### config.mk
export PLATFORM = sky130hd
export DESIGN_NAME = feed_test_ctrl
export DESIGN_NICKNAME = d
export VERILOG_FILES = /design/src/common/test_format_pkg.sv /design/src/common/sd_host_pkg.sv /design/src/feed_test_ctrl.sv /design/src/result_checker.sv /design/src/feed_word_assembler.sv /design/src/control_block_parser.sv /design/src/sequencer/sd_test_sequencer.sv
export SDC_FILE = /design/constraint.sdc
export NUM_CORES = 1
export LEC_CHECK = 0
export ABC_CLOCK_PERIOD_IN_PS = 20700
export BUFFER_PORTS_ARGS = -buffer_cell sky130_fd_sc_hd__buf_4
export CORE_MARGIN = 5
export CORE_UTILIZATION = 45
export CTS_CLUSTER_SIZE = 20
export DETAILED_ROUTE_END_ITERATION = 10
export GPL_TIMING_DRIVEN = 0
export PLACE_DENSITY = 0.7
export SLEW_MARGIN = 20
export SYNTH_ARGS = -nofsm -noshare
export SYNTH_HDL_FRONTEND = slang
export SYNTH_SLANG_ARGS = --single-unit
### constraint.sdc
create_clock -name clk -period 20.7 [get_ports clk]
set_clock_uncertainty 0.1 [all_clocks]
set_input_delay 6.21 -clock clk [delete_from_list [all_inputs] [get_ports clk]]
set_output_delay 6.21 -clock clk [all_outputs]
set_load 0.01 [all_outputs]
### src/common/test_format_pkg.sv
/*
 * Test format definitions
 * control block layout on the card, UUT control and status
 * bundles and the sequencer states
 */
package test_format_pkg;

  localparam logic [31:0] SIGNATURE = 32'hAABB_CCDD;

  ////////////////////////////////////////////////////////////////////
  // field sizes in bytes, offsets follow from them
  ////////////////////////////////////////////////////////////////////
  localparam int SIG_BYTES       = 4;
  localparam int INPUT_BYTES     = 8;
  localparam int NEXT_BYTES      = 4;
  localparam int TOTAL_BYTES_LEN = 8;
  localparam int EXPECT_BYTES    = 4;
  localparam int FEED_BYTES      = 4;

  localparam int SIG_OFFSET    = 0;
  localparam int INPUT_OFFSET  = SIG_OFFSET + SIG_BYTES;
  localparam int NEXT_OFFSET   = INPUT_OFFSET + INPUT_BYTES;
  localparam int TOTAL_OFFSET  = NEXT_OFFSET + NEXT_BYTES;
  localparam int EXPECT_OFFSET = TOTAL_OFFSET + TOTAL_BYTES_LEN;
  localparam int CB_BYTES      = EXPECT_OFFSET + EXPECT_BYTES;

  localparam int CB_CNT_W   = $clog2(CB_BYTES + 1);
  localparam int FEED_CNT_W = $clog2(FEED_BYTES + 1);
  localparam int RESULT_W   = 8 * EXPECT_BYTES;

  // cycles allowed for a UUT run after stop-feed
  localparam logic [31:0] EXEC_TIMEOUT = 32'd4096;

  typedef struct packed {
    logic [8*SIG_BYTES-1:0]       signature;
    logic [8*INPUT_BYTES-1:0]     test_input;
    logic [8*NEXT_BYTES-1:0]      next_block;
    logic [8*TOTAL_BYTES_LEN-1:0] total_bytes;
    logic [8*EXPECT_BYTES-1:0]    expected;
  } control_block_t;

  typedef struct packed {
    logic rst;
    logic feed;
    logic stop_feed;
  } uut_ctrl_t;

  typedef struct packed {
    logic busy;
    logic done;
    logic error;
  } uut_status_t;

  typedef enum logic [4:0] {
    ST_IDLE, ST_SD_RESET, ST_SD_RESET_WAIT, ST_CB_SETUP, ST_CB_REQ,
    ST_CB_OPEN_WAIT, ST_CB_BYTE_REQ, ST_CB_BYTE_WAIT, ST_CHECK_SIG,
    ST_FEED_OPEN, ST_FEED_OPEN_WAIT, ST_FEED_NEXT, ST_FEED_BYTE_REQ,
    ST_FEED_BYTE_WAIT, ST_FEED_PULSE, ST_UUT_BUSY_RISE, ST_UUT_BUSY_FALL,
    ST_STOP_FEED, ST_EXEC_WAIT, ST_COMPARE, ST_NEXT
  } seq_state_e;

endpackage

### src/common/sd_host_pkg.sv
/*
 * SD host definitions
 * request and response bundles of the byte-wide SD host,
 * block geometry and the first control block
 */
package sd_host_pkg;

  // bytes per SD block
  localparam int BLOCK_BYTES = 512;

  // byte index inside one block
  localparam int BYTE_CNT_W = $clog2(BLOCK_BYTES);

  // control block read first after start
  localparam logic [31:0] START_BLOCK = 32'h0010_0000;

  // level requests, each held until busy rises
  typedef struct packed {
    logic rst;
    logic read_block;
    logic read_multi;
    logic read_byte;
  } sd_cmd_t;

  // read data is valid when busy falls after a byte request
  typedef struct packed {
    logic       busy;
    logic [7:0] data;
  } sd_rsp_t;

endpackage
### src/feed_test_ctrl.sv
`timescale 1ns/1ps

/*
 * Feed test controller
 * reads test control blocks from an SD card, feeds the UUT
 * and checks its result against the expected value
 */
module feed_test_ctrl (
  input  logic                                          clk,
  input  logic                                          rst,
  input  logic                                          start_i,
  output sd_host_pkg::sd_cmd_t                          sd_cmd_o,
  output logic [31:0]                                   sd_addr_o,
  input  sd_host_pkg::sd_rsp_t                          sd_rsp_i,
  output test_format_pkg::uut_ctrl_t                    uut_ctrl_o,
  input  test_format_pkg::uut_status_t                  uut_status_i,
  output logic [8*test_format_pkg::INPUT_BYTES-1:0]     uut_input_o,
  output logic [8*test_format_pkg::FEED_BYTES-1:0]      feed_word_o,
  input  logic [test_format_pkg::RESULT_W-1:0]          uut_result_i,
  output logic                                          verdict_valid_o,
  output logic                                          verdict_fail_o,
  output logic [31:0]                                   error_count_o,
  output logic                                          halted_o
);
  import test_format_pkg::*;

  control_block_t cb;
  logic           sig_ok;
  logic           word_full;
  logic           ctrl_byte_valid;
  logic           feed_byte_valid;
  logic           block_clear;
  logic           asm_clear;
  logic           result_capture;
  logic           compare;
  logic           session_rst;

  // the feed word empties at every block start and every feed pulse
  assign asm_clear   = block_clear | uut_ctrl_o.feed;
  // error count restarts with each session
  assign session_rst = rst | start_i;
  assign uut_input_o = cb.test_input;

  sd_test_sequencer sd_test_sequencer_i (
    .clk               (clk),
    .rst               (rst),
    .start_i           (start_i),
    .sd_cmd_o          (sd_cmd_o),
    .sd_addr_o         (sd_addr_o),
    .sd_busy_i         (sd_rsp_i.busy),
    .uut_ctrl_o        (uut_ctrl_o),
    .uut_busy_i        (uut_status_i.busy),
    .uut_end_i         (uut_status_i.done),
    .uut_err_i         (uut_status_i.error),
    .cb_i              (cb),
    .sig_ok_i          (sig_ok),
    .word_full_i       (word_full),
    .ctrl_byte_valid_o (ctrl_byte_valid),
    .feed_byte_valid_o (feed_byte_valid),
    .block_clear_o     (block_clear),
    .result_capture_o  (result_capture),
    .compare_o         (compare),
    .halted_o          (halted_o)
  );

  control_block_parser control_block_parser_i (
    .clk          (clk),
    .rst          (rst),
    .clear_i      (block_clear),
    .byte_valid_i (ctrl_byte_valid),
    .byte_i       (sd_rsp_i.data),
    .cb_o         (cb),
    .sig_ok_o     (sig_ok)
  );

  feed_word_assembler feed_word_assembler_i (
    .clk          (clk),
    .rst          (rst),
    .clear_i      (asm_clear),
    .byte_valid_i (feed_byte_valid),
    .byte_i       (sd_rsp_i.data),
    .word_o       (feed_word_o),
    .word_full_o  (word_full)
  );

  result_checker result_checker_i (
    .clk             (clk),
    .rst             (session_rst),
    .capture_i       (result_capture),
    .compare_i       (compare),
    .result_i        (uut_result_i),
    .expected_i      (cb.expected),
    .uut_err_i       (uut_status_i.error),
    .verdict_valid_o (verdict_valid_o),
    .verdict_fail_o  (verdict_fail_o),
    .error_count_o   (error_count_o)
  );

endmodule

### src/result_checker.sv
`timescale 1ns/1ps

/*
 * Result checker
 * compares the UUT result with the expected value and counts fails
 */
module result_checker (
  input  logic                                clk,
  input  logic                                rst,
  input  logic                                capture_i,
  input  logic                                compare_i,
  input  logic [test_format_pkg::RESULT_W-1:0] result_i,
  input  logic [test_format_pkg::RESULT_W-1:0] expected_i,
  input  logic                                uut_err_i,
  output logic                                verdict_valid_o,
  output logic                                verdict_fail_o,
  output logic [31:0]                         error_count_o
);
  import test_format_pkg::*;

  logic [RESULT_W-1:0] result_q;
  logic                err_q;
  logic                fail;

  always_ff @(posedge clk) begin
    if (capture_i) begin
      result_q <= result_i;
      err_q    <= uut_err_i;
    end
  end

  assign fail = (result_q != expected_i) || err_q;

  always_ff @(posedge clk) begin
    if (rst) begin
      verdict_valid_o <= 1'b0;
      verdict_fail_o  <= 1'b0;
      error_count_o   <= '0;
    end else begin
      verdict_valid_o <= compare_i;
      verdict_fail_o  <= compare_i & fail;
      if (compare_i && fail) begin
        error_count_o <= error_count_o + 32'd1;
      end
    end
  end

endmodule

### src/feed_word_assembler.sv
`timescale 1ns/1ps

/*
 * Feed word assembler
 * packs feed bytes big-endian into one UUT feed word
 */
module feed_word_assembler (
  input  logic                                     clk,
  input  logic                                     rst,
  input  logic                                     clear_i,
  input  logic                                     byte_valid_i,
  input  logic [7:0]                               byte_i,
  output logic [8*test_format_pkg::FEED_BYTES-1:0] word_o,
  output logic                                     word_full_o
);
  import test_format_pkg::*;

  logic [FEED_CNT_W-1:0] fill;

  assign word_full_o = (fill == FEED_CNT_W'(FEED_BYTES));

  always_ff @(posedge clk) begin
    if (rst || clear_i) begin
      fill <= '0;
    end else if (byte_valid_i && !word_full_o) begin
      fill <= fill + 1'b1;
    end
  end

  // first byte ends up in the top lane
  always_ff @(posedge clk) begin
    if (byte_valid_i && !word_full_o) begin
      word_o <= {word_o[8*FEED_BYTES-9:0], byte_i};
    end
  end

endmodule

### src/control_block_parser.sv
`timescale 1ns/1ps

/*
 * Control block parser
 * picks the control block fields out of the SD byte stream
 * by their byte offset and checks the signature
 */
module control_block_parser (
  input  logic                            clk,
  input  logic                            rst,
  input  logic                            clear_i,
  input  logic                            byte_valid_i,
  input  logic [7:0]                      byte_i,
  output test_format_pkg::control_block_t cb_o,
  output logic                            sig_ok_o
);
  import test_format_pkg::*;

  localparam logic [CB_CNT_W-1:0] CB_END = CB_CNT_W'(CB_BYTES);

  logic [CB_CNT_W-1:0] offset;
  control_block_t      cb_q;

  // stops counting past the last field
  always_ff @(posedge clk) begin
    if (rst || clear_i) begin
      offset <= '0;
    end else if (byte_valid_i && offset != CB_END) begin
      offset <= offset + 1'b1;
    end
  end

  // signature arrives msb first, the other fields lsb first
  always_ff @(posedge clk) begin
    if (clear_i) begin
      cb_q.signature <= '0;
    end else if (byte_valid_i) begin
      if (offset < CB_CNT_W'(INPUT_OFFSET)) begin
        cb_q.signature <= {cb_q.signature[8*SIG_BYTES-9:0], byte_i};
      end else if (offset < CB_CNT_W'(NEXT_OFFSET)) begin
        cb_q.test_input <= {byte_i, cb_q.test_input[8*INPUT_BYTES-1:8]};
      end else if (offset < CB_CNT_W'(TOTAL_OFFSET)) begin
        cb_q.next_block <= {byte_i, cb_q.next_block[8*NEXT_BYTES-1:8]};
      end else if (offset < CB_CNT_W'(EXPECT_OFFSET)) begin
        cb_q.total_bytes <= {byte_i, cb_q.total_bytes[8*TOTAL_BYTES_LEN-1:8]};
      end else if (offset < CB_END) begin
        cb_q.expected <= {byte_i, cb_q.expected[8*EXPECT_BYTES-1:8]};
      end
    end
  end

  assign cb_o     = cb_q;
  assign sig_ok_o = (cb_q.signature == SIGNATURE);

endmodule

### src/sequencer/sd_test_sequencer.sv
`timescale 1ns/1ps

/*
 * SD test sequencer
 * walks the control blocks on the card, streams feed words to the
 * UUT over a multi-block read and runs the end and compare phase
 */
module sd_test_sequencer (
  input  logic                            clk,
  input  logic                            rst,
  input  logic                            start_i,
  output sd_host_pkg::sd_cmd_t            sd_cmd_o,
  output logic [31:0]                     sd_addr_o,
  input  logic                            sd_busy_i,
  output test_format_pkg::uut_ctrl_t      uut_ctrl_o,
  input  logic                            uut_busy_i,
  input  logic                            uut_end_i,
  input  logic                            uut_err_i,
  input  test_format_pkg::control_block_t cb_i,
  input  logic                            sig_ok_i,
  input  logic                            word_full_i,
  output logic                            ctrl_byte_valid_o,
  output logic                            feed_byte_valid_o,
  output logic                            block_clear_o,
  output logic                            result_capture_o,
  output logic                            compare_o,
  output logic                            halted_o
);
  import sd_host_pkg::*;
  import test_format_pkg::*;

  localparam logic [BYTE_CNT_W-1:0] LAST_BYTE = BYTE_CNT_W'(BLOCK_BYTES - 1);

  seq_state_e            state;
  logic [31:0]           current_block;
  logic [31:0]           block_addr;
  logic [BYTE_CNT_W-1:0] block_byte_cnt;
  logic [63:0]           fed_bytes;
  logic [31:0]           exec_cnt;
  logic                  exec_over;
  logic                  feed_done;

  assign feed_done = (fed_bytes >= cb_i.total_bytes);
  assign exec_over = uut_end_i | uut_err_i | (exec_cnt == EXEC_TIMEOUT - 32'd1);
  assign sd_addr_o = block_addr;

  always_ff @(posedge clk) begin
    if (rst) begin
      state          <= ST_IDLE;
      current_block  <= START_BLOCK;
      block_addr     <= START_BLOCK;
      block_byte_cnt <= '0;
      fed_bytes      <= '0;
      exec_cnt       <= '0;
      halted_o       <= 1'b0;
    end else begin
      case (state)
        ST_IDLE: if (start_i) begin
          current_block <= START_BLOCK;
          halted_o      <= 1'b0;
          state         <= ST_SD_RESET;
        end
        ST_SD_RESET:      if (sd_busy_i) state <= ST_SD_RESET_WAIT;
        ST_SD_RESET_WAIT: if (!sd_busy_i) state <= ST_CB_SETUP;
        ST_CB_SETUP: if (!sd_busy_i) begin
          block_addr     <= current_block;
          block_byte_cnt <= '0;
          state          <= ST_CB_REQ;
        end
        ST_CB_REQ:       if (sd_busy_i) state <= ST_CB_OPEN_WAIT;
        ST_CB_OPEN_WAIT: if (!sd_busy_i) state <= ST_CB_BYTE_REQ;
        ST_CB_BYTE_REQ:  if (sd_busy_i) state <= ST_CB_BYTE_WAIT;
        ST_CB_BYTE_WAIT: if (!sd_busy_i) begin
          if (block_byte_cnt == LAST_BYTE) begin
            state <= ST_CHECK_SIG;
          end else begin
            block_byte_cnt <= block_byte_cnt + 1'b1;
            state          <= ST_CB_BYTE_REQ;
          end
        end
        ST_CHECK_SIG: begin
          if (!sig_ok_i) begin
            halted_o <= 1'b1;
            state    <= ST_IDLE;
          end else if (!sd_busy_i) begin
            // feed data starts in the block after the control block
            block_addr     <= current_block + 32'd1;
            block_byte_cnt <= '0;
            fed_bytes      <= '0;
            state          <= ST_FEED_OPEN;
          end
        end
        ST_FEED_OPEN:      if (sd_busy_i) state <= ST_FEED_OPEN_WAIT;
        ST_FEED_OPEN_WAIT: if (!sd_busy_i) state <= ST_FEED_NEXT;
        ST_FEED_NEXT: begin
          if (word_full_i)    state <= ST_FEED_PULSE;
          else if (feed_done) state <= ST_STOP_FEED;
          else                state <= ST_FEED_BYTE_REQ;
        end
        ST_FEED_BYTE_REQ: if (sd_busy_i) state <= ST_FEED_BYTE_WAIT;
        ST_FEED_BYTE_WAIT: if (!sd_busy_i) begin
          fed_bytes <= fed_bytes + 64'd1;
          // track the block the multi-block read is in
          if (block_byte_cnt == LAST_BYTE) begin
            block_byte_cnt <= '0;
            block_addr     <= block_addr + 32'd1;
          end else begin
            block_byte_cnt <= block_byte_cnt + 1'b1;
          end
          state <= ST_FEED_NEXT;
        end
        ST_FEED_PULSE:    if (!uut_busy_i) state <= ST_UUT_BUSY_RISE;
        ST_UUT_BUSY_RISE: if (uut_busy_i) state <= ST_UUT_BUSY_FALL;
        ST_UUT_BUSY_FALL: if (!uut_busy_i) state <= ST_FEED_NEXT;
        ST_STOP_FEED: begin
          exec_cnt <= '0;
          state    <= ST_EXEC_WAIT;
        end
        ST_EXEC_WAIT: begin
          if (exec_over) state <= ST_COMPARE;
          else           exec_cnt <= exec_cnt + 32'd1;
        end
        ST_COMPARE: state <= ST_NEXT;
        ST_NEXT: begin
          current_block <= cb_i.next_block;
          state         <= ST_CB_SETUP;
        end
        default: state <= ST_IDLE;
      endcase
    end
  end

  ////////////////////////////////////////////////////////////////////
  // SD requests and UUT strobes
  ////////////////////////////////////////////////////////////////////
  always_comb begin
    sd_cmd_o          = '0;
    uut_ctrl_o        = '0;
    ctrl_byte_valid_o = 1'b0;
    feed_byte_valid_o = 1'b0;
    block_clear_o     = 1'b0;
    result_capture_o  = 1'b0;
    compare_o         = 1'b0;
    case (state)
      ST_SD_RESET: begin
        sd_cmd_o.rst   = 1'b1;
        uut_ctrl_o.rst = 1'b1;
      end
      ST_SD_RESET_WAIT, ST_CHECK_SIG, ST_NEXT: uut_ctrl_o.rst = 1'b1;
      ST_CB_SETUP: begin
        uut_ctrl_o.rst = 1'b1;
        block_clear_o  = !sd_busy_i;
      end
      ST_CB_REQ, ST_CB_OPEN_WAIT: begin
        uut_ctrl_o.rst      = 1'b1;
        sd_cmd_o.read_block = 1'b1;
      end
      ST_CB_BYTE_REQ: begin
        uut_ctrl_o.rst      = 1'b1;
        sd_cmd_o.read_block = 1'b1;
        sd_cmd_o.read_byte  = 1'b1;
      end
      ST_CB_BYTE_WAIT: begin
        uut_ctrl_o.rst      = 1'b1;
        sd_cmd_o.read_block = 1'b1;
        ctrl_byte_valid_o   = !sd_busy_i;
      end
      ST_FEED_OPEN, ST_FEED_OPEN_WAIT, ST_FEED_NEXT,
      ST_UUT_BUSY_RISE, ST_UUT_BUSY_FALL: sd_cmd_o.read_multi = 1'b1;
      ST_FEED_BYTE_REQ: begin
        sd_cmd_o.read_multi = 1'b1;
        sd_cmd_o.read_byte  = 1'b1;
      end
      ST_FEED_BYTE_WAIT: begin
        sd_cmd_o.read_multi = 1'b1;
        feed_byte_valid_o   = !sd_busy_i;
      end
      ST_FEED_PULSE: begin
        sd_cmd_o.read_multi = 1'b1;
        uut_ctrl_o.feed     = !uut_busy_i;
      end
      ST_STOP_FEED: uut_ctrl_o.stop_feed = 1'b1;
      ST_EXEC_WAIT: result_capture_o = exec_over;
      ST_COMPARE:   compare_o = 1'b1;
      default: ;
    endcase
  end

endmodule

# --- Word-level counts from Yosys, hierarchy flattened ---
# Cells that the tools add are included.
word_totals:
  ff_bits: 506
  in_bits: 47
  out_inout_bits: 170
  word_cells: 183
classes:
  n_addsub: 8
  magnitude_cmp: 6
  n_eq_ne: 49
  muxes: 57
  bitwise_logic: 10
  n_reduce_logical: 33
op_table:
  columns: ["op", "n"]
  rows:
  - ["$mux W32", 7]
  - ["$mux W64", 3]
  - ["$add A32 B1 Y32 const B", 4]
  - ["$pmux W32 S2", 2]
  - ["$pmux W64 S2", 1]
  - ["$pmux W5 S20", 1]
  - ["$pmux W32 S3", 1]
  - ["$mux W5", 19]
  - ["$add A64 B1 Y64 const B", 1]
  - ["$ge A64 B64 Y1", 1]
  - ["$mux W9", 6]
  - ["$eq A5 B4 Y1 const B", 8]
  - ["$ne A2 B2 Y1 const B", 19]
  - ["$pmux W9 S4", 1]
  - ["$eq A32 B12 Y1 const B", 1]
  - ["$eq A32 B32 Y1 const B", 1]
  - ["$ne A32 B32 Y1", 1]
  - ["$eq A5 B5 Y1 const B", 5]
  - ["$eq A5 B3 Y1 const B", 4]
  - ["$reduce_and A16 Y1", 1]
  - ["$lt A5 B5 Y1 const B", 3]
  - ["$mux W1", 14]
  - ["$reduce_and A6 Y1", 2]
  - ["$eq A5 B2 Y1 const B", 2]
  - ["other kinds (32)", 55]

# --- Depth between registers and ports, before layout ---
# Gate-level depths: netlist (run 1).
logic_depth:
  depth_word: 4
  ltp_mapped: 17
  depth_no_buf: 13

# --- Hierarchy ---
# A second synthesis (run 1) with hierarchy kept.
hier_totals:
  cells_unflattened: 2288
  area_unflattened_um2: 23403.7
modules_own_cells:
  columns: ["mod", "n_inst", "cells_per_inst", "area_per_inst_um2", "seq_area_each_um2"]
  rows:
  - ["sd_test_sequencer", 1, 1586, 11753.8, 3503.4]
  - ["control_block_parser", 1, 379, 7468.4, 6506.2]
  - ["result_checker", 1, 271, 3011.6, 1671.6]
  - ["feed_word_assembler", 1, 50, 1157.4, 1021.0]
  - ["feed_test_ctrl", 1, 2, 12.5, 0.0]

# --- Worst setup path after synthesis (run 1) ---
# OpenSTA, ideal clock, no wires.
synth_path:
  path_kind: "input to output"
  startpoint: "input uut_status_i[2] in the netlist's numbering"
  endpoint: "output uut_ctrl_o[1] in the netlist's numbering"
  arrival_ns: 6.545
  t_required_ns: 14.390
  slack_ns: 7.845
  cell_stages: 1
  n_path_buf: 0
  path_cell_list: "nor3_1"
synth_between:
  elab_chain_cells: 2
synth_rtl:
  columns: ["element", "line", "source"]
  rows:
  - ["start, declared", "feed_test_ctrl.sv:16", "input test_format_pkg::uut_status_t uut_status_i,"]
  - ["$logic_not A1 Y1", null, null]
  - ["$mux W1", "sd_test_sequencer.sv:144", "case (state)"]
  - ["end, declared", "feed_test_ctrl.sv:15", "output test_format_pkg::uut_ctrl_t uut_ctrl_o,"]
# Every way passes these cells.

==> results of run 1 <==
## flip-flops by register name, indices dropped and copies added, names as in the netlist, 32 cells and up
| signal | count |
|---|---|
| control_block_parser_i.cb_o | 224 |
| sd_test_sequencer_i.sd_addr_o | 32 |
| result_checker_i.error_count_o | 32 |
| sd_test_sequencer_i.fed_bytes | 64 |
| sd_test_sequencer_i.exec_cnt | 32 |
| feed_word_assembler_i.word_o | 32 |
| result_checker_i.result_q | 32 |
| sd_test_sequencer_i.current_block | 32 |
## through the flow
stage	total power [uW]	cell area (sq um)
after floorplan	1260	22800
after detailed placement	1360	25400
after global placement	1360	25200
after CTS	2280	27100
final	2280	27100
after global routing	2350	27100
## how the worst max path moves through the flow
| stage | startpoint | to | cells after the start | slack [ns] |
|---|---|---|---|---|
| final | uut_status_i[2] | uut_ctrl_o[1] | 3 | 7.24 |
| after CTS | uut_status_i[2] | uut_ctrl_o[1] | 3 | 7.30 |
| after global routing | uut_status_i[2] | uut_ctrl_o[1] | 3 | 7.27 |
| after floorplan | uut_status_i[2] | uut_ctrl_o[1] | 1 | 7.85 |
| after detailed placement | uut_status_i[2] | uut_ctrl_o[1] | 3 | 7.31 |
| after global placement | sd_rsp_i[8] | control_block_parser_i.cb_o[185] | 4 | 6.50 |
## routing by layer
metal  track usage, %  vias to the layer above  wire length [um]
li1                 -                     8345                 -
met1             27.8                     8611             25700
met2             35.4                      659             29100
met3             4.61                      114              4700
met4             6.83                        2              1690
met5                0                        -                 8
## where the power goes
part | switching (uW) | leakage (uW) | internal, uW
combinational | 168 | 0.00492 | 85.3
clock | 400 | 0.000814 | 525
sequential | 25.7 | 0.00432 | 1070
total | 594 | 0.0101 | 1680
## kinds of logic (layout without fill, tap and decap cells)
group	Yosys count	in the layout	synth area share [%]
buffers and inverters	256	585	5.48
AO/OA/AOI/OAI	357	357	10.2
AND/OR/NAND/NOR	814	814	17.7
adder cells (fa/ha/maj)	74	74	4.07
flip-flops	506	506	55.8
XOR/XNOR	160	160	6.16
multiplexers	15	15	0.665
## worst register-to-register path, delay by kind of cell, from the launching register on
| kind | cells | cell delay, ns |
|---|---|---|
| adders and majority gates | 1 | 0.28 |
| buffers and inverters | 5 | 2.02 |
| AOI/OAI and AO/OA | 4 | 1.01 |
| and+or+nand+nor | 7 | 2.03 |
| DFF | 1 | 0.30 |
## cell type report
| cell class | count | area, sq um |
|---|---|---|
| buffer | 163 | 898 |
| clock buffer | 70 | 1390 |
| clock inverter | 27 | 290 |
| fill | 4383 | 22900 |
| inverter | 93 | 349 |
| multi-input combinational | 1420 | 8860 |
| sequential | 506 | 12700 |
| tap | 672 | 841 |
| timing repair buffer | 232 | 1790 |
## synth_stat cells, types with 5 or more instances
cell type  count  share of area [%]
buf_2         22               0.48
clkbuf_1      63                1.0
and3_1        41                1.1
edfxtp_1     257                 34
a211o_1        6               0.23
ha_1          74                4.1
nand3_1       82                1.8
nand2_1      203                3.3
o21a_1         6               0.20
or3_1         22               0.60
dfxtp_1      249                 22
buf_1         10               0.16
nor2_1       251                4.1
a22oi_1       42                1.4
a22o_1         5               0.19
and2_1         7               0.19
a21o_1         9               0.30
a211oi_1      25               0.82
a31oi_1       20               0.55
or4_1          5               0.16
mux2i_1       14               0.62
a21oi_1      107                2.4
o21ai_0       71                1.6
nand2b_1       6               0.16
o22ai_1        9               0.25
xnor2_1       52                2.0
a311oi_1       8               0.31
inv_1         93                1.5
nand4_1       55                1.5
and4_1        23               0.88
buf_4         67                2.2
nor2b_1        9               0.25
nor4_1        30               0.82
nor3_1        41               0.90
o211ai_1       7               0.23
nor3b_1        7               0.23
xor2_1       108                4.2
==> metrics.txt, run 1 <==
status complete, no violations; Tcrit/Tclk final 65.0%; WHS 0.338 ns; final setup TNS 0 ns; #FFs+latches synth 506; CTS Root Cell clkbuf_16; initial DRC count 1519; Max-Cap Viols 0; Post-synth EDFFs 257; Wirelength per Cell 19.2 um; CTS tree done; Post-Layout Cell Count 3183; DRC Markers 0; reg-to-reg setup timing slack 14.85 ns; # diodes 0; fin util 54.2%; worst setup margin 7.24 ns; count of cell types in the netlist 82; DRT antenna net count 0; Total Wirelength 61.2 mm; most frequent cells in the layout buf_4, edfxtp_1, nor2_1, dfxtp_1, nand2_1; num rows 82; Slew @ Worst Pin 1.08 ns; Syn Nets 2303; CTS Buffer Depth 3; first-pass GRT wire length 95.5 mm; Hold Crit Class flop to flop; Sink Count 506; most common cell after layout, fill and taps aside buf_4; Port Buffers 214; worst r2r dst sd_test_sequencer_i.sd_addr_o[28]; Hold Crit Endpoint control_block_parser_i.cb_o[39]; Total Nets Final 2589; Setup crit end kind output port; highest clock rate 0.0743 GHz; buffers and inverters on the worst path 2; initial antenna violation count 1; Overflow after GRT 0; DP Wirelength 44.8 mm; sequential area share after synthesis 55.8%; worst skew pair latency 0.63 ns; share of layout cells above drive strength 1 17.0%; Die Wd 235 um; Avg Cell Area, Syn 10.4 sq um; fraction of registers with async set/reset 0%; Hold Vio Cnt, Final 0; buffers inserted by post-CTS timing repair 0; min Tclk post-route 13.46 ns; cell chain of the critical path buf_4, nor3_1, buf_4; TritonCTS buffer count 52; DIE HEIGHT 235 um; Leak 0.0101 uW; hold buffer count at cts 0; GP Congestion 0.988; vias in the first global route 17282; Power per Cell Area 83.9 nW/um^2; Die ar. 55200 sq um; mapped cell area 22800 sq um; FF-to-FF path depth 17; largest net degree at the start of global routing 34; area of the core 50100 sq um; R2R Path Start sd_test_sequencer_i.state[0]; Slew HR 28.0%; clock slew at reported path FFs 0.06 ns; slowest CP cell nor3_1; CP required 14.39 ns; RSZ-0062 raised after global routing false; critical path arrival 7.15 ns; cts repair resizes 0; CP Launch Type primary input; initial core utilization 45.5%; YS warnings 0; Hold Startpoint control_block_parser_i.cb_o[47]; Critical Path Most Common Cell buf_4; setup violators final 0; hold depth 0; Cells after DPL 3086; H-Tree Level Count 2; gr usage total 21.2%; Crit path max-delay family simple AND/OR/NAND/NOR gates; io pins 217; pre-CTS WS 7.31 ns; P&R area growth vs syn 19.1%; drt first pass iters 6; CP max FO 3; CP peak stage delay 0.57 ns; Synth Flop Type edfxtp_1; Gate Count Post-Synth 2182; VDD IR max 0.0000668 V; Final Slew Violations 0; post-DR vias/cell 5.57; CP Class primary input to output port; DR vias 17731
Power figures use the tool's default switching activity.
==> run 2, diff against run 1 <==
- ABC_AREA: unset -> 1
- ABC_CLOCK_PERIOD_IN_PS: 20700 -> 12700
- clock period: 20.7 -> 12.7 ns (I/O delays scaled with it)
==> run 2 against run 1 <==
Sequential cell count unchanged. Sequential power increased by 59%. Highest routed layer is now met4. Largest power group unchanged. Combinational power decreased by 42%.
==> metrics.txt, run 2 <==
Gate Count Post-Synth 3045 (+40%); Critical Path Most Common Cell buf_4; Max-Cap Viols 0 (unchanged); Crit path max-delay family buffers and inverters; DRT antenna net count 0 (unchanged); Synth area leader edfxtp_1; Setup crit end kind output port; Cells after DPL 4030 (+31%); vias in the first global route 20349 (+18%); Synth Flop Type edfxtp_1; reg-to-reg setup timing slack 8.93 ns (-5.92 ns); pre-CTS WS 4.39 ns (-2.92 ns); CP peak stage delay 0.28 ns (-0.29 ns); highest clock rate 0.120 GHz; Hold Crit Class flop to flop; Power per Cell Area 119 nW/um^2 (+42%); count of cell types in the netlist 51 (-38%); fill count 5251 (+20%); CP Launch Type primary input; TritonCTS buffer count 55 (+5.8%); largest net degree at the start of global routing 36 (+5.9%); GP Congestion 1.01 (+1.9%); Slew @ Worst Pin 1.03 ns (-0.0460 ns); Syn Nets 3166 (+37%); Hold Vio Cnt, Final 0 (unchanged); status complete, no violations; worst skew pair latency 0.63 ns (about the same); Post-synth EDFFs 257 (unchanged); cts repair resizes 0 (unchanged); DR vias 21526 (+21%); Slew HR 30.9% (+2.9 points); buffers inserted by post-CTS timing repair 0 (unchanged); Total Wirelength 74.4 mm (+21%); most frequent cells in the layout nand2_1, nor2_1, buf_4, inv_1, a21oi_1; VDD IR max 0.0000988 V (+48%); P&R area growth vs syn 18.6%; top layer in use met4; Internal 2780 uW (+65%); share of layout cells above drive strength 1 14.1% (-3.0 points); critical path arrival 4.41 ns (-2.74 ns); num rows 86 (+4.9%); clock slew at reported path FFs 0.06 ns (about the same); H-Tree Level Count 2 (unchanged); area of the core 55300 sq um (+10%); initial core utilization 45.6% (+0.18 points); Tcrit/Tclk final 65.5%; Final Slew Violations 0 (unchanged); worst setup margin 4.38 ns (-2.86 ns); initial antenna violation count 2 (+1); final setup TNS 0 ns (unchanged); cell chain of the critical path buf_4, nor2_1, buf_4; CTS tree done; post-DR vias/cell 5.20 (-6.6%); DP Wirelength 56.7 mm (+27%); Sequential Power Share 48.9% (+0.7 points); Port Buffers 215 (+0.47%); gr usage total 23.8% (+2.6 points); Comb power frac 4.1% (-7.0 points); buffers and inverters on the worst path 2 (unchanged); max FFs per register 224 (unchanged); Leak 0.0113 uW (+12%); hold buffer count at cts 0 (unchanged); Post-Layout Cell Count 4136 (+30%); Wirelength per Cell 18.0 um (-6.5%); Area contributors post-synth edfxtp_1, dfxtp_1, nand2_1; Die ar. 60900 sq um (+10%); CP max FO 3 (unchanged); setup violators final 0 (unchanged); min Tclk post-route 8.32 ns; routed wl met3 4.54 mm (-3.5%); CTS Root Cell clkbuf_16; CTS Buffer Depth 3 (unchanged); first-pass GRT wire length 114 mm (+20%); sequential area share after synthesis 50.3% (-5.5 points); DP Area 28000 sq um (+10%); Clk pwr share 47.0% (+6.3 points); slowest CP cell nor2_1; #FFs+latches synth 506 (unchanged); CP Class primary input to output port; io pins 217 (unchanged); fraction of registers with async set/reset 0% (unchanged); CP required 8.79 ns (-5.60 ns); Overflow after GRT 0 (unchanged); drt first pass iters 6 (unchanged); share of the synthesized area in the top cell type 30.6% (-3.3 points); met2 WL 36.1 mm (+24%); WHS 0.343 ns (+0.00553 ns); Die Wd 247 um (+5.1%); mapped cell area 25200 sq um (+11%); top-count cell post-synth nand2_1; most common cell after layout, fill and taps aside nand2_1; Total Nets Final 3460 (+34%); initial DRC count 1903 (+25%); Sw Share 22.2% (-3.9 points); YS warnings 0 (unchanged); met1 WL 31.5 mm (+22%); final instance area 29900 sq um (+10%); DIE HEIGHT 247 um (+5.1%); Avg Cell Area, Syn 8.29 sq um (-21%); Post-synth top cells nand2_1, nor2_1, inv_1, a21oi_1, edfxtp_1; DRC Markers 0 (unchanged); Sink Count 506 (unchanged); Psw 793 uW (+34%); RSZ-0062 raised after global routing false
==> run 2: per-layer routing <==
metal  global-route usage, %  vias to the layer above
li1                        -                    10731
met1                    31.3                    10017
met4                    7.58                        0
met2                    40.6                      645
met5                       0                        -
met3                    3.63                      133
==> run 2: worst paths after layout <==
path                                endpoint  cells after the start                            start
max reg2reg  control_block_parser_i.cb_o[32]                     13     sd_test_sequencer_i.state[4]
min reg2reg  control_block_parser_i.cb_o[23]                      0  control_block_parser_i.cb_o[31]
max                            uut_ctrl_o[1]                      3                  uut_status_i[2]
min          control_block_parser_i.cb_o[23]                      0  control_block_parser_i.cb_o[31]
==> run 2: logic make-up (layout without fill, tap and decap cells) <==
family                   count (synthesis)  in the layout  synth area share, %
adder cells (fa/ha/maj)                 74             74                 3.67
XOR/XNOR                               113            113                 3.92
other                                    0              2                    0
buffers and inverters                  462            803                 8.17
AND/OR/NAND/NOR                       1465           1465                 25.1
AO/OA/AOI/OAI                          425            425                 8.85
flip-flops                             506            506                 50.3
==> run 2: area by class of cell <==
| class | instances | area, sq um | share of cell area [%] |
|---|---|---|---|
| diodes | 2 | 5.00 | 0.0167 |
| plain buffers | 157 | 916 | 3.06 |
| clock buffers | 78 | 1510 | 5.05 |
| clock inverters | 26 | 408 | 1.36 |
| inverters | 305 | 1150 | 3.83 |
| multi-input cells | 2077 | 10500 | 35.1 |
| flip-flops and latches | 506 | 12700 | 42.4 |
| well taps | 748 | 936 | 3.13 |
| repair buffers | 237 | 1810 | 6.03 |
==> run 2: worst reg2reg max path, cell delays in order (launching register included) <==
cell     delay, ns
dfxtp_1       0.40
inv_2         0.19
nand3_1       0.22
nor2_1        0.25
inv_1         0.14
nor2_1        0.22
inv_1         0.16
nor3_2        0.47
buf_6         0.24
buf_4         0.21
buf_4         0.22
buf_4         0.22
buf_4         0.21
buf_4         0.21
==> run 2: power groups by stage <==
stage	registers (uW)	clock network, uW	logic (uW)
after CTS	1750	1710	146
after detailed placement	1780	0	145
after global placement	1780	0	145
after floorplan	1780	0	85.8
after global routing	1750	1790	165
final	1750	1680	148
==> run 2: stage by stage <==
stage	power [uW]	util (%)
after CTS	3600	54.1
final	3570	54.1
after global placement	1930	50.3
after detailed placement	1930	50.7
after floorplan	1860	-
after global routing	3700	54.1
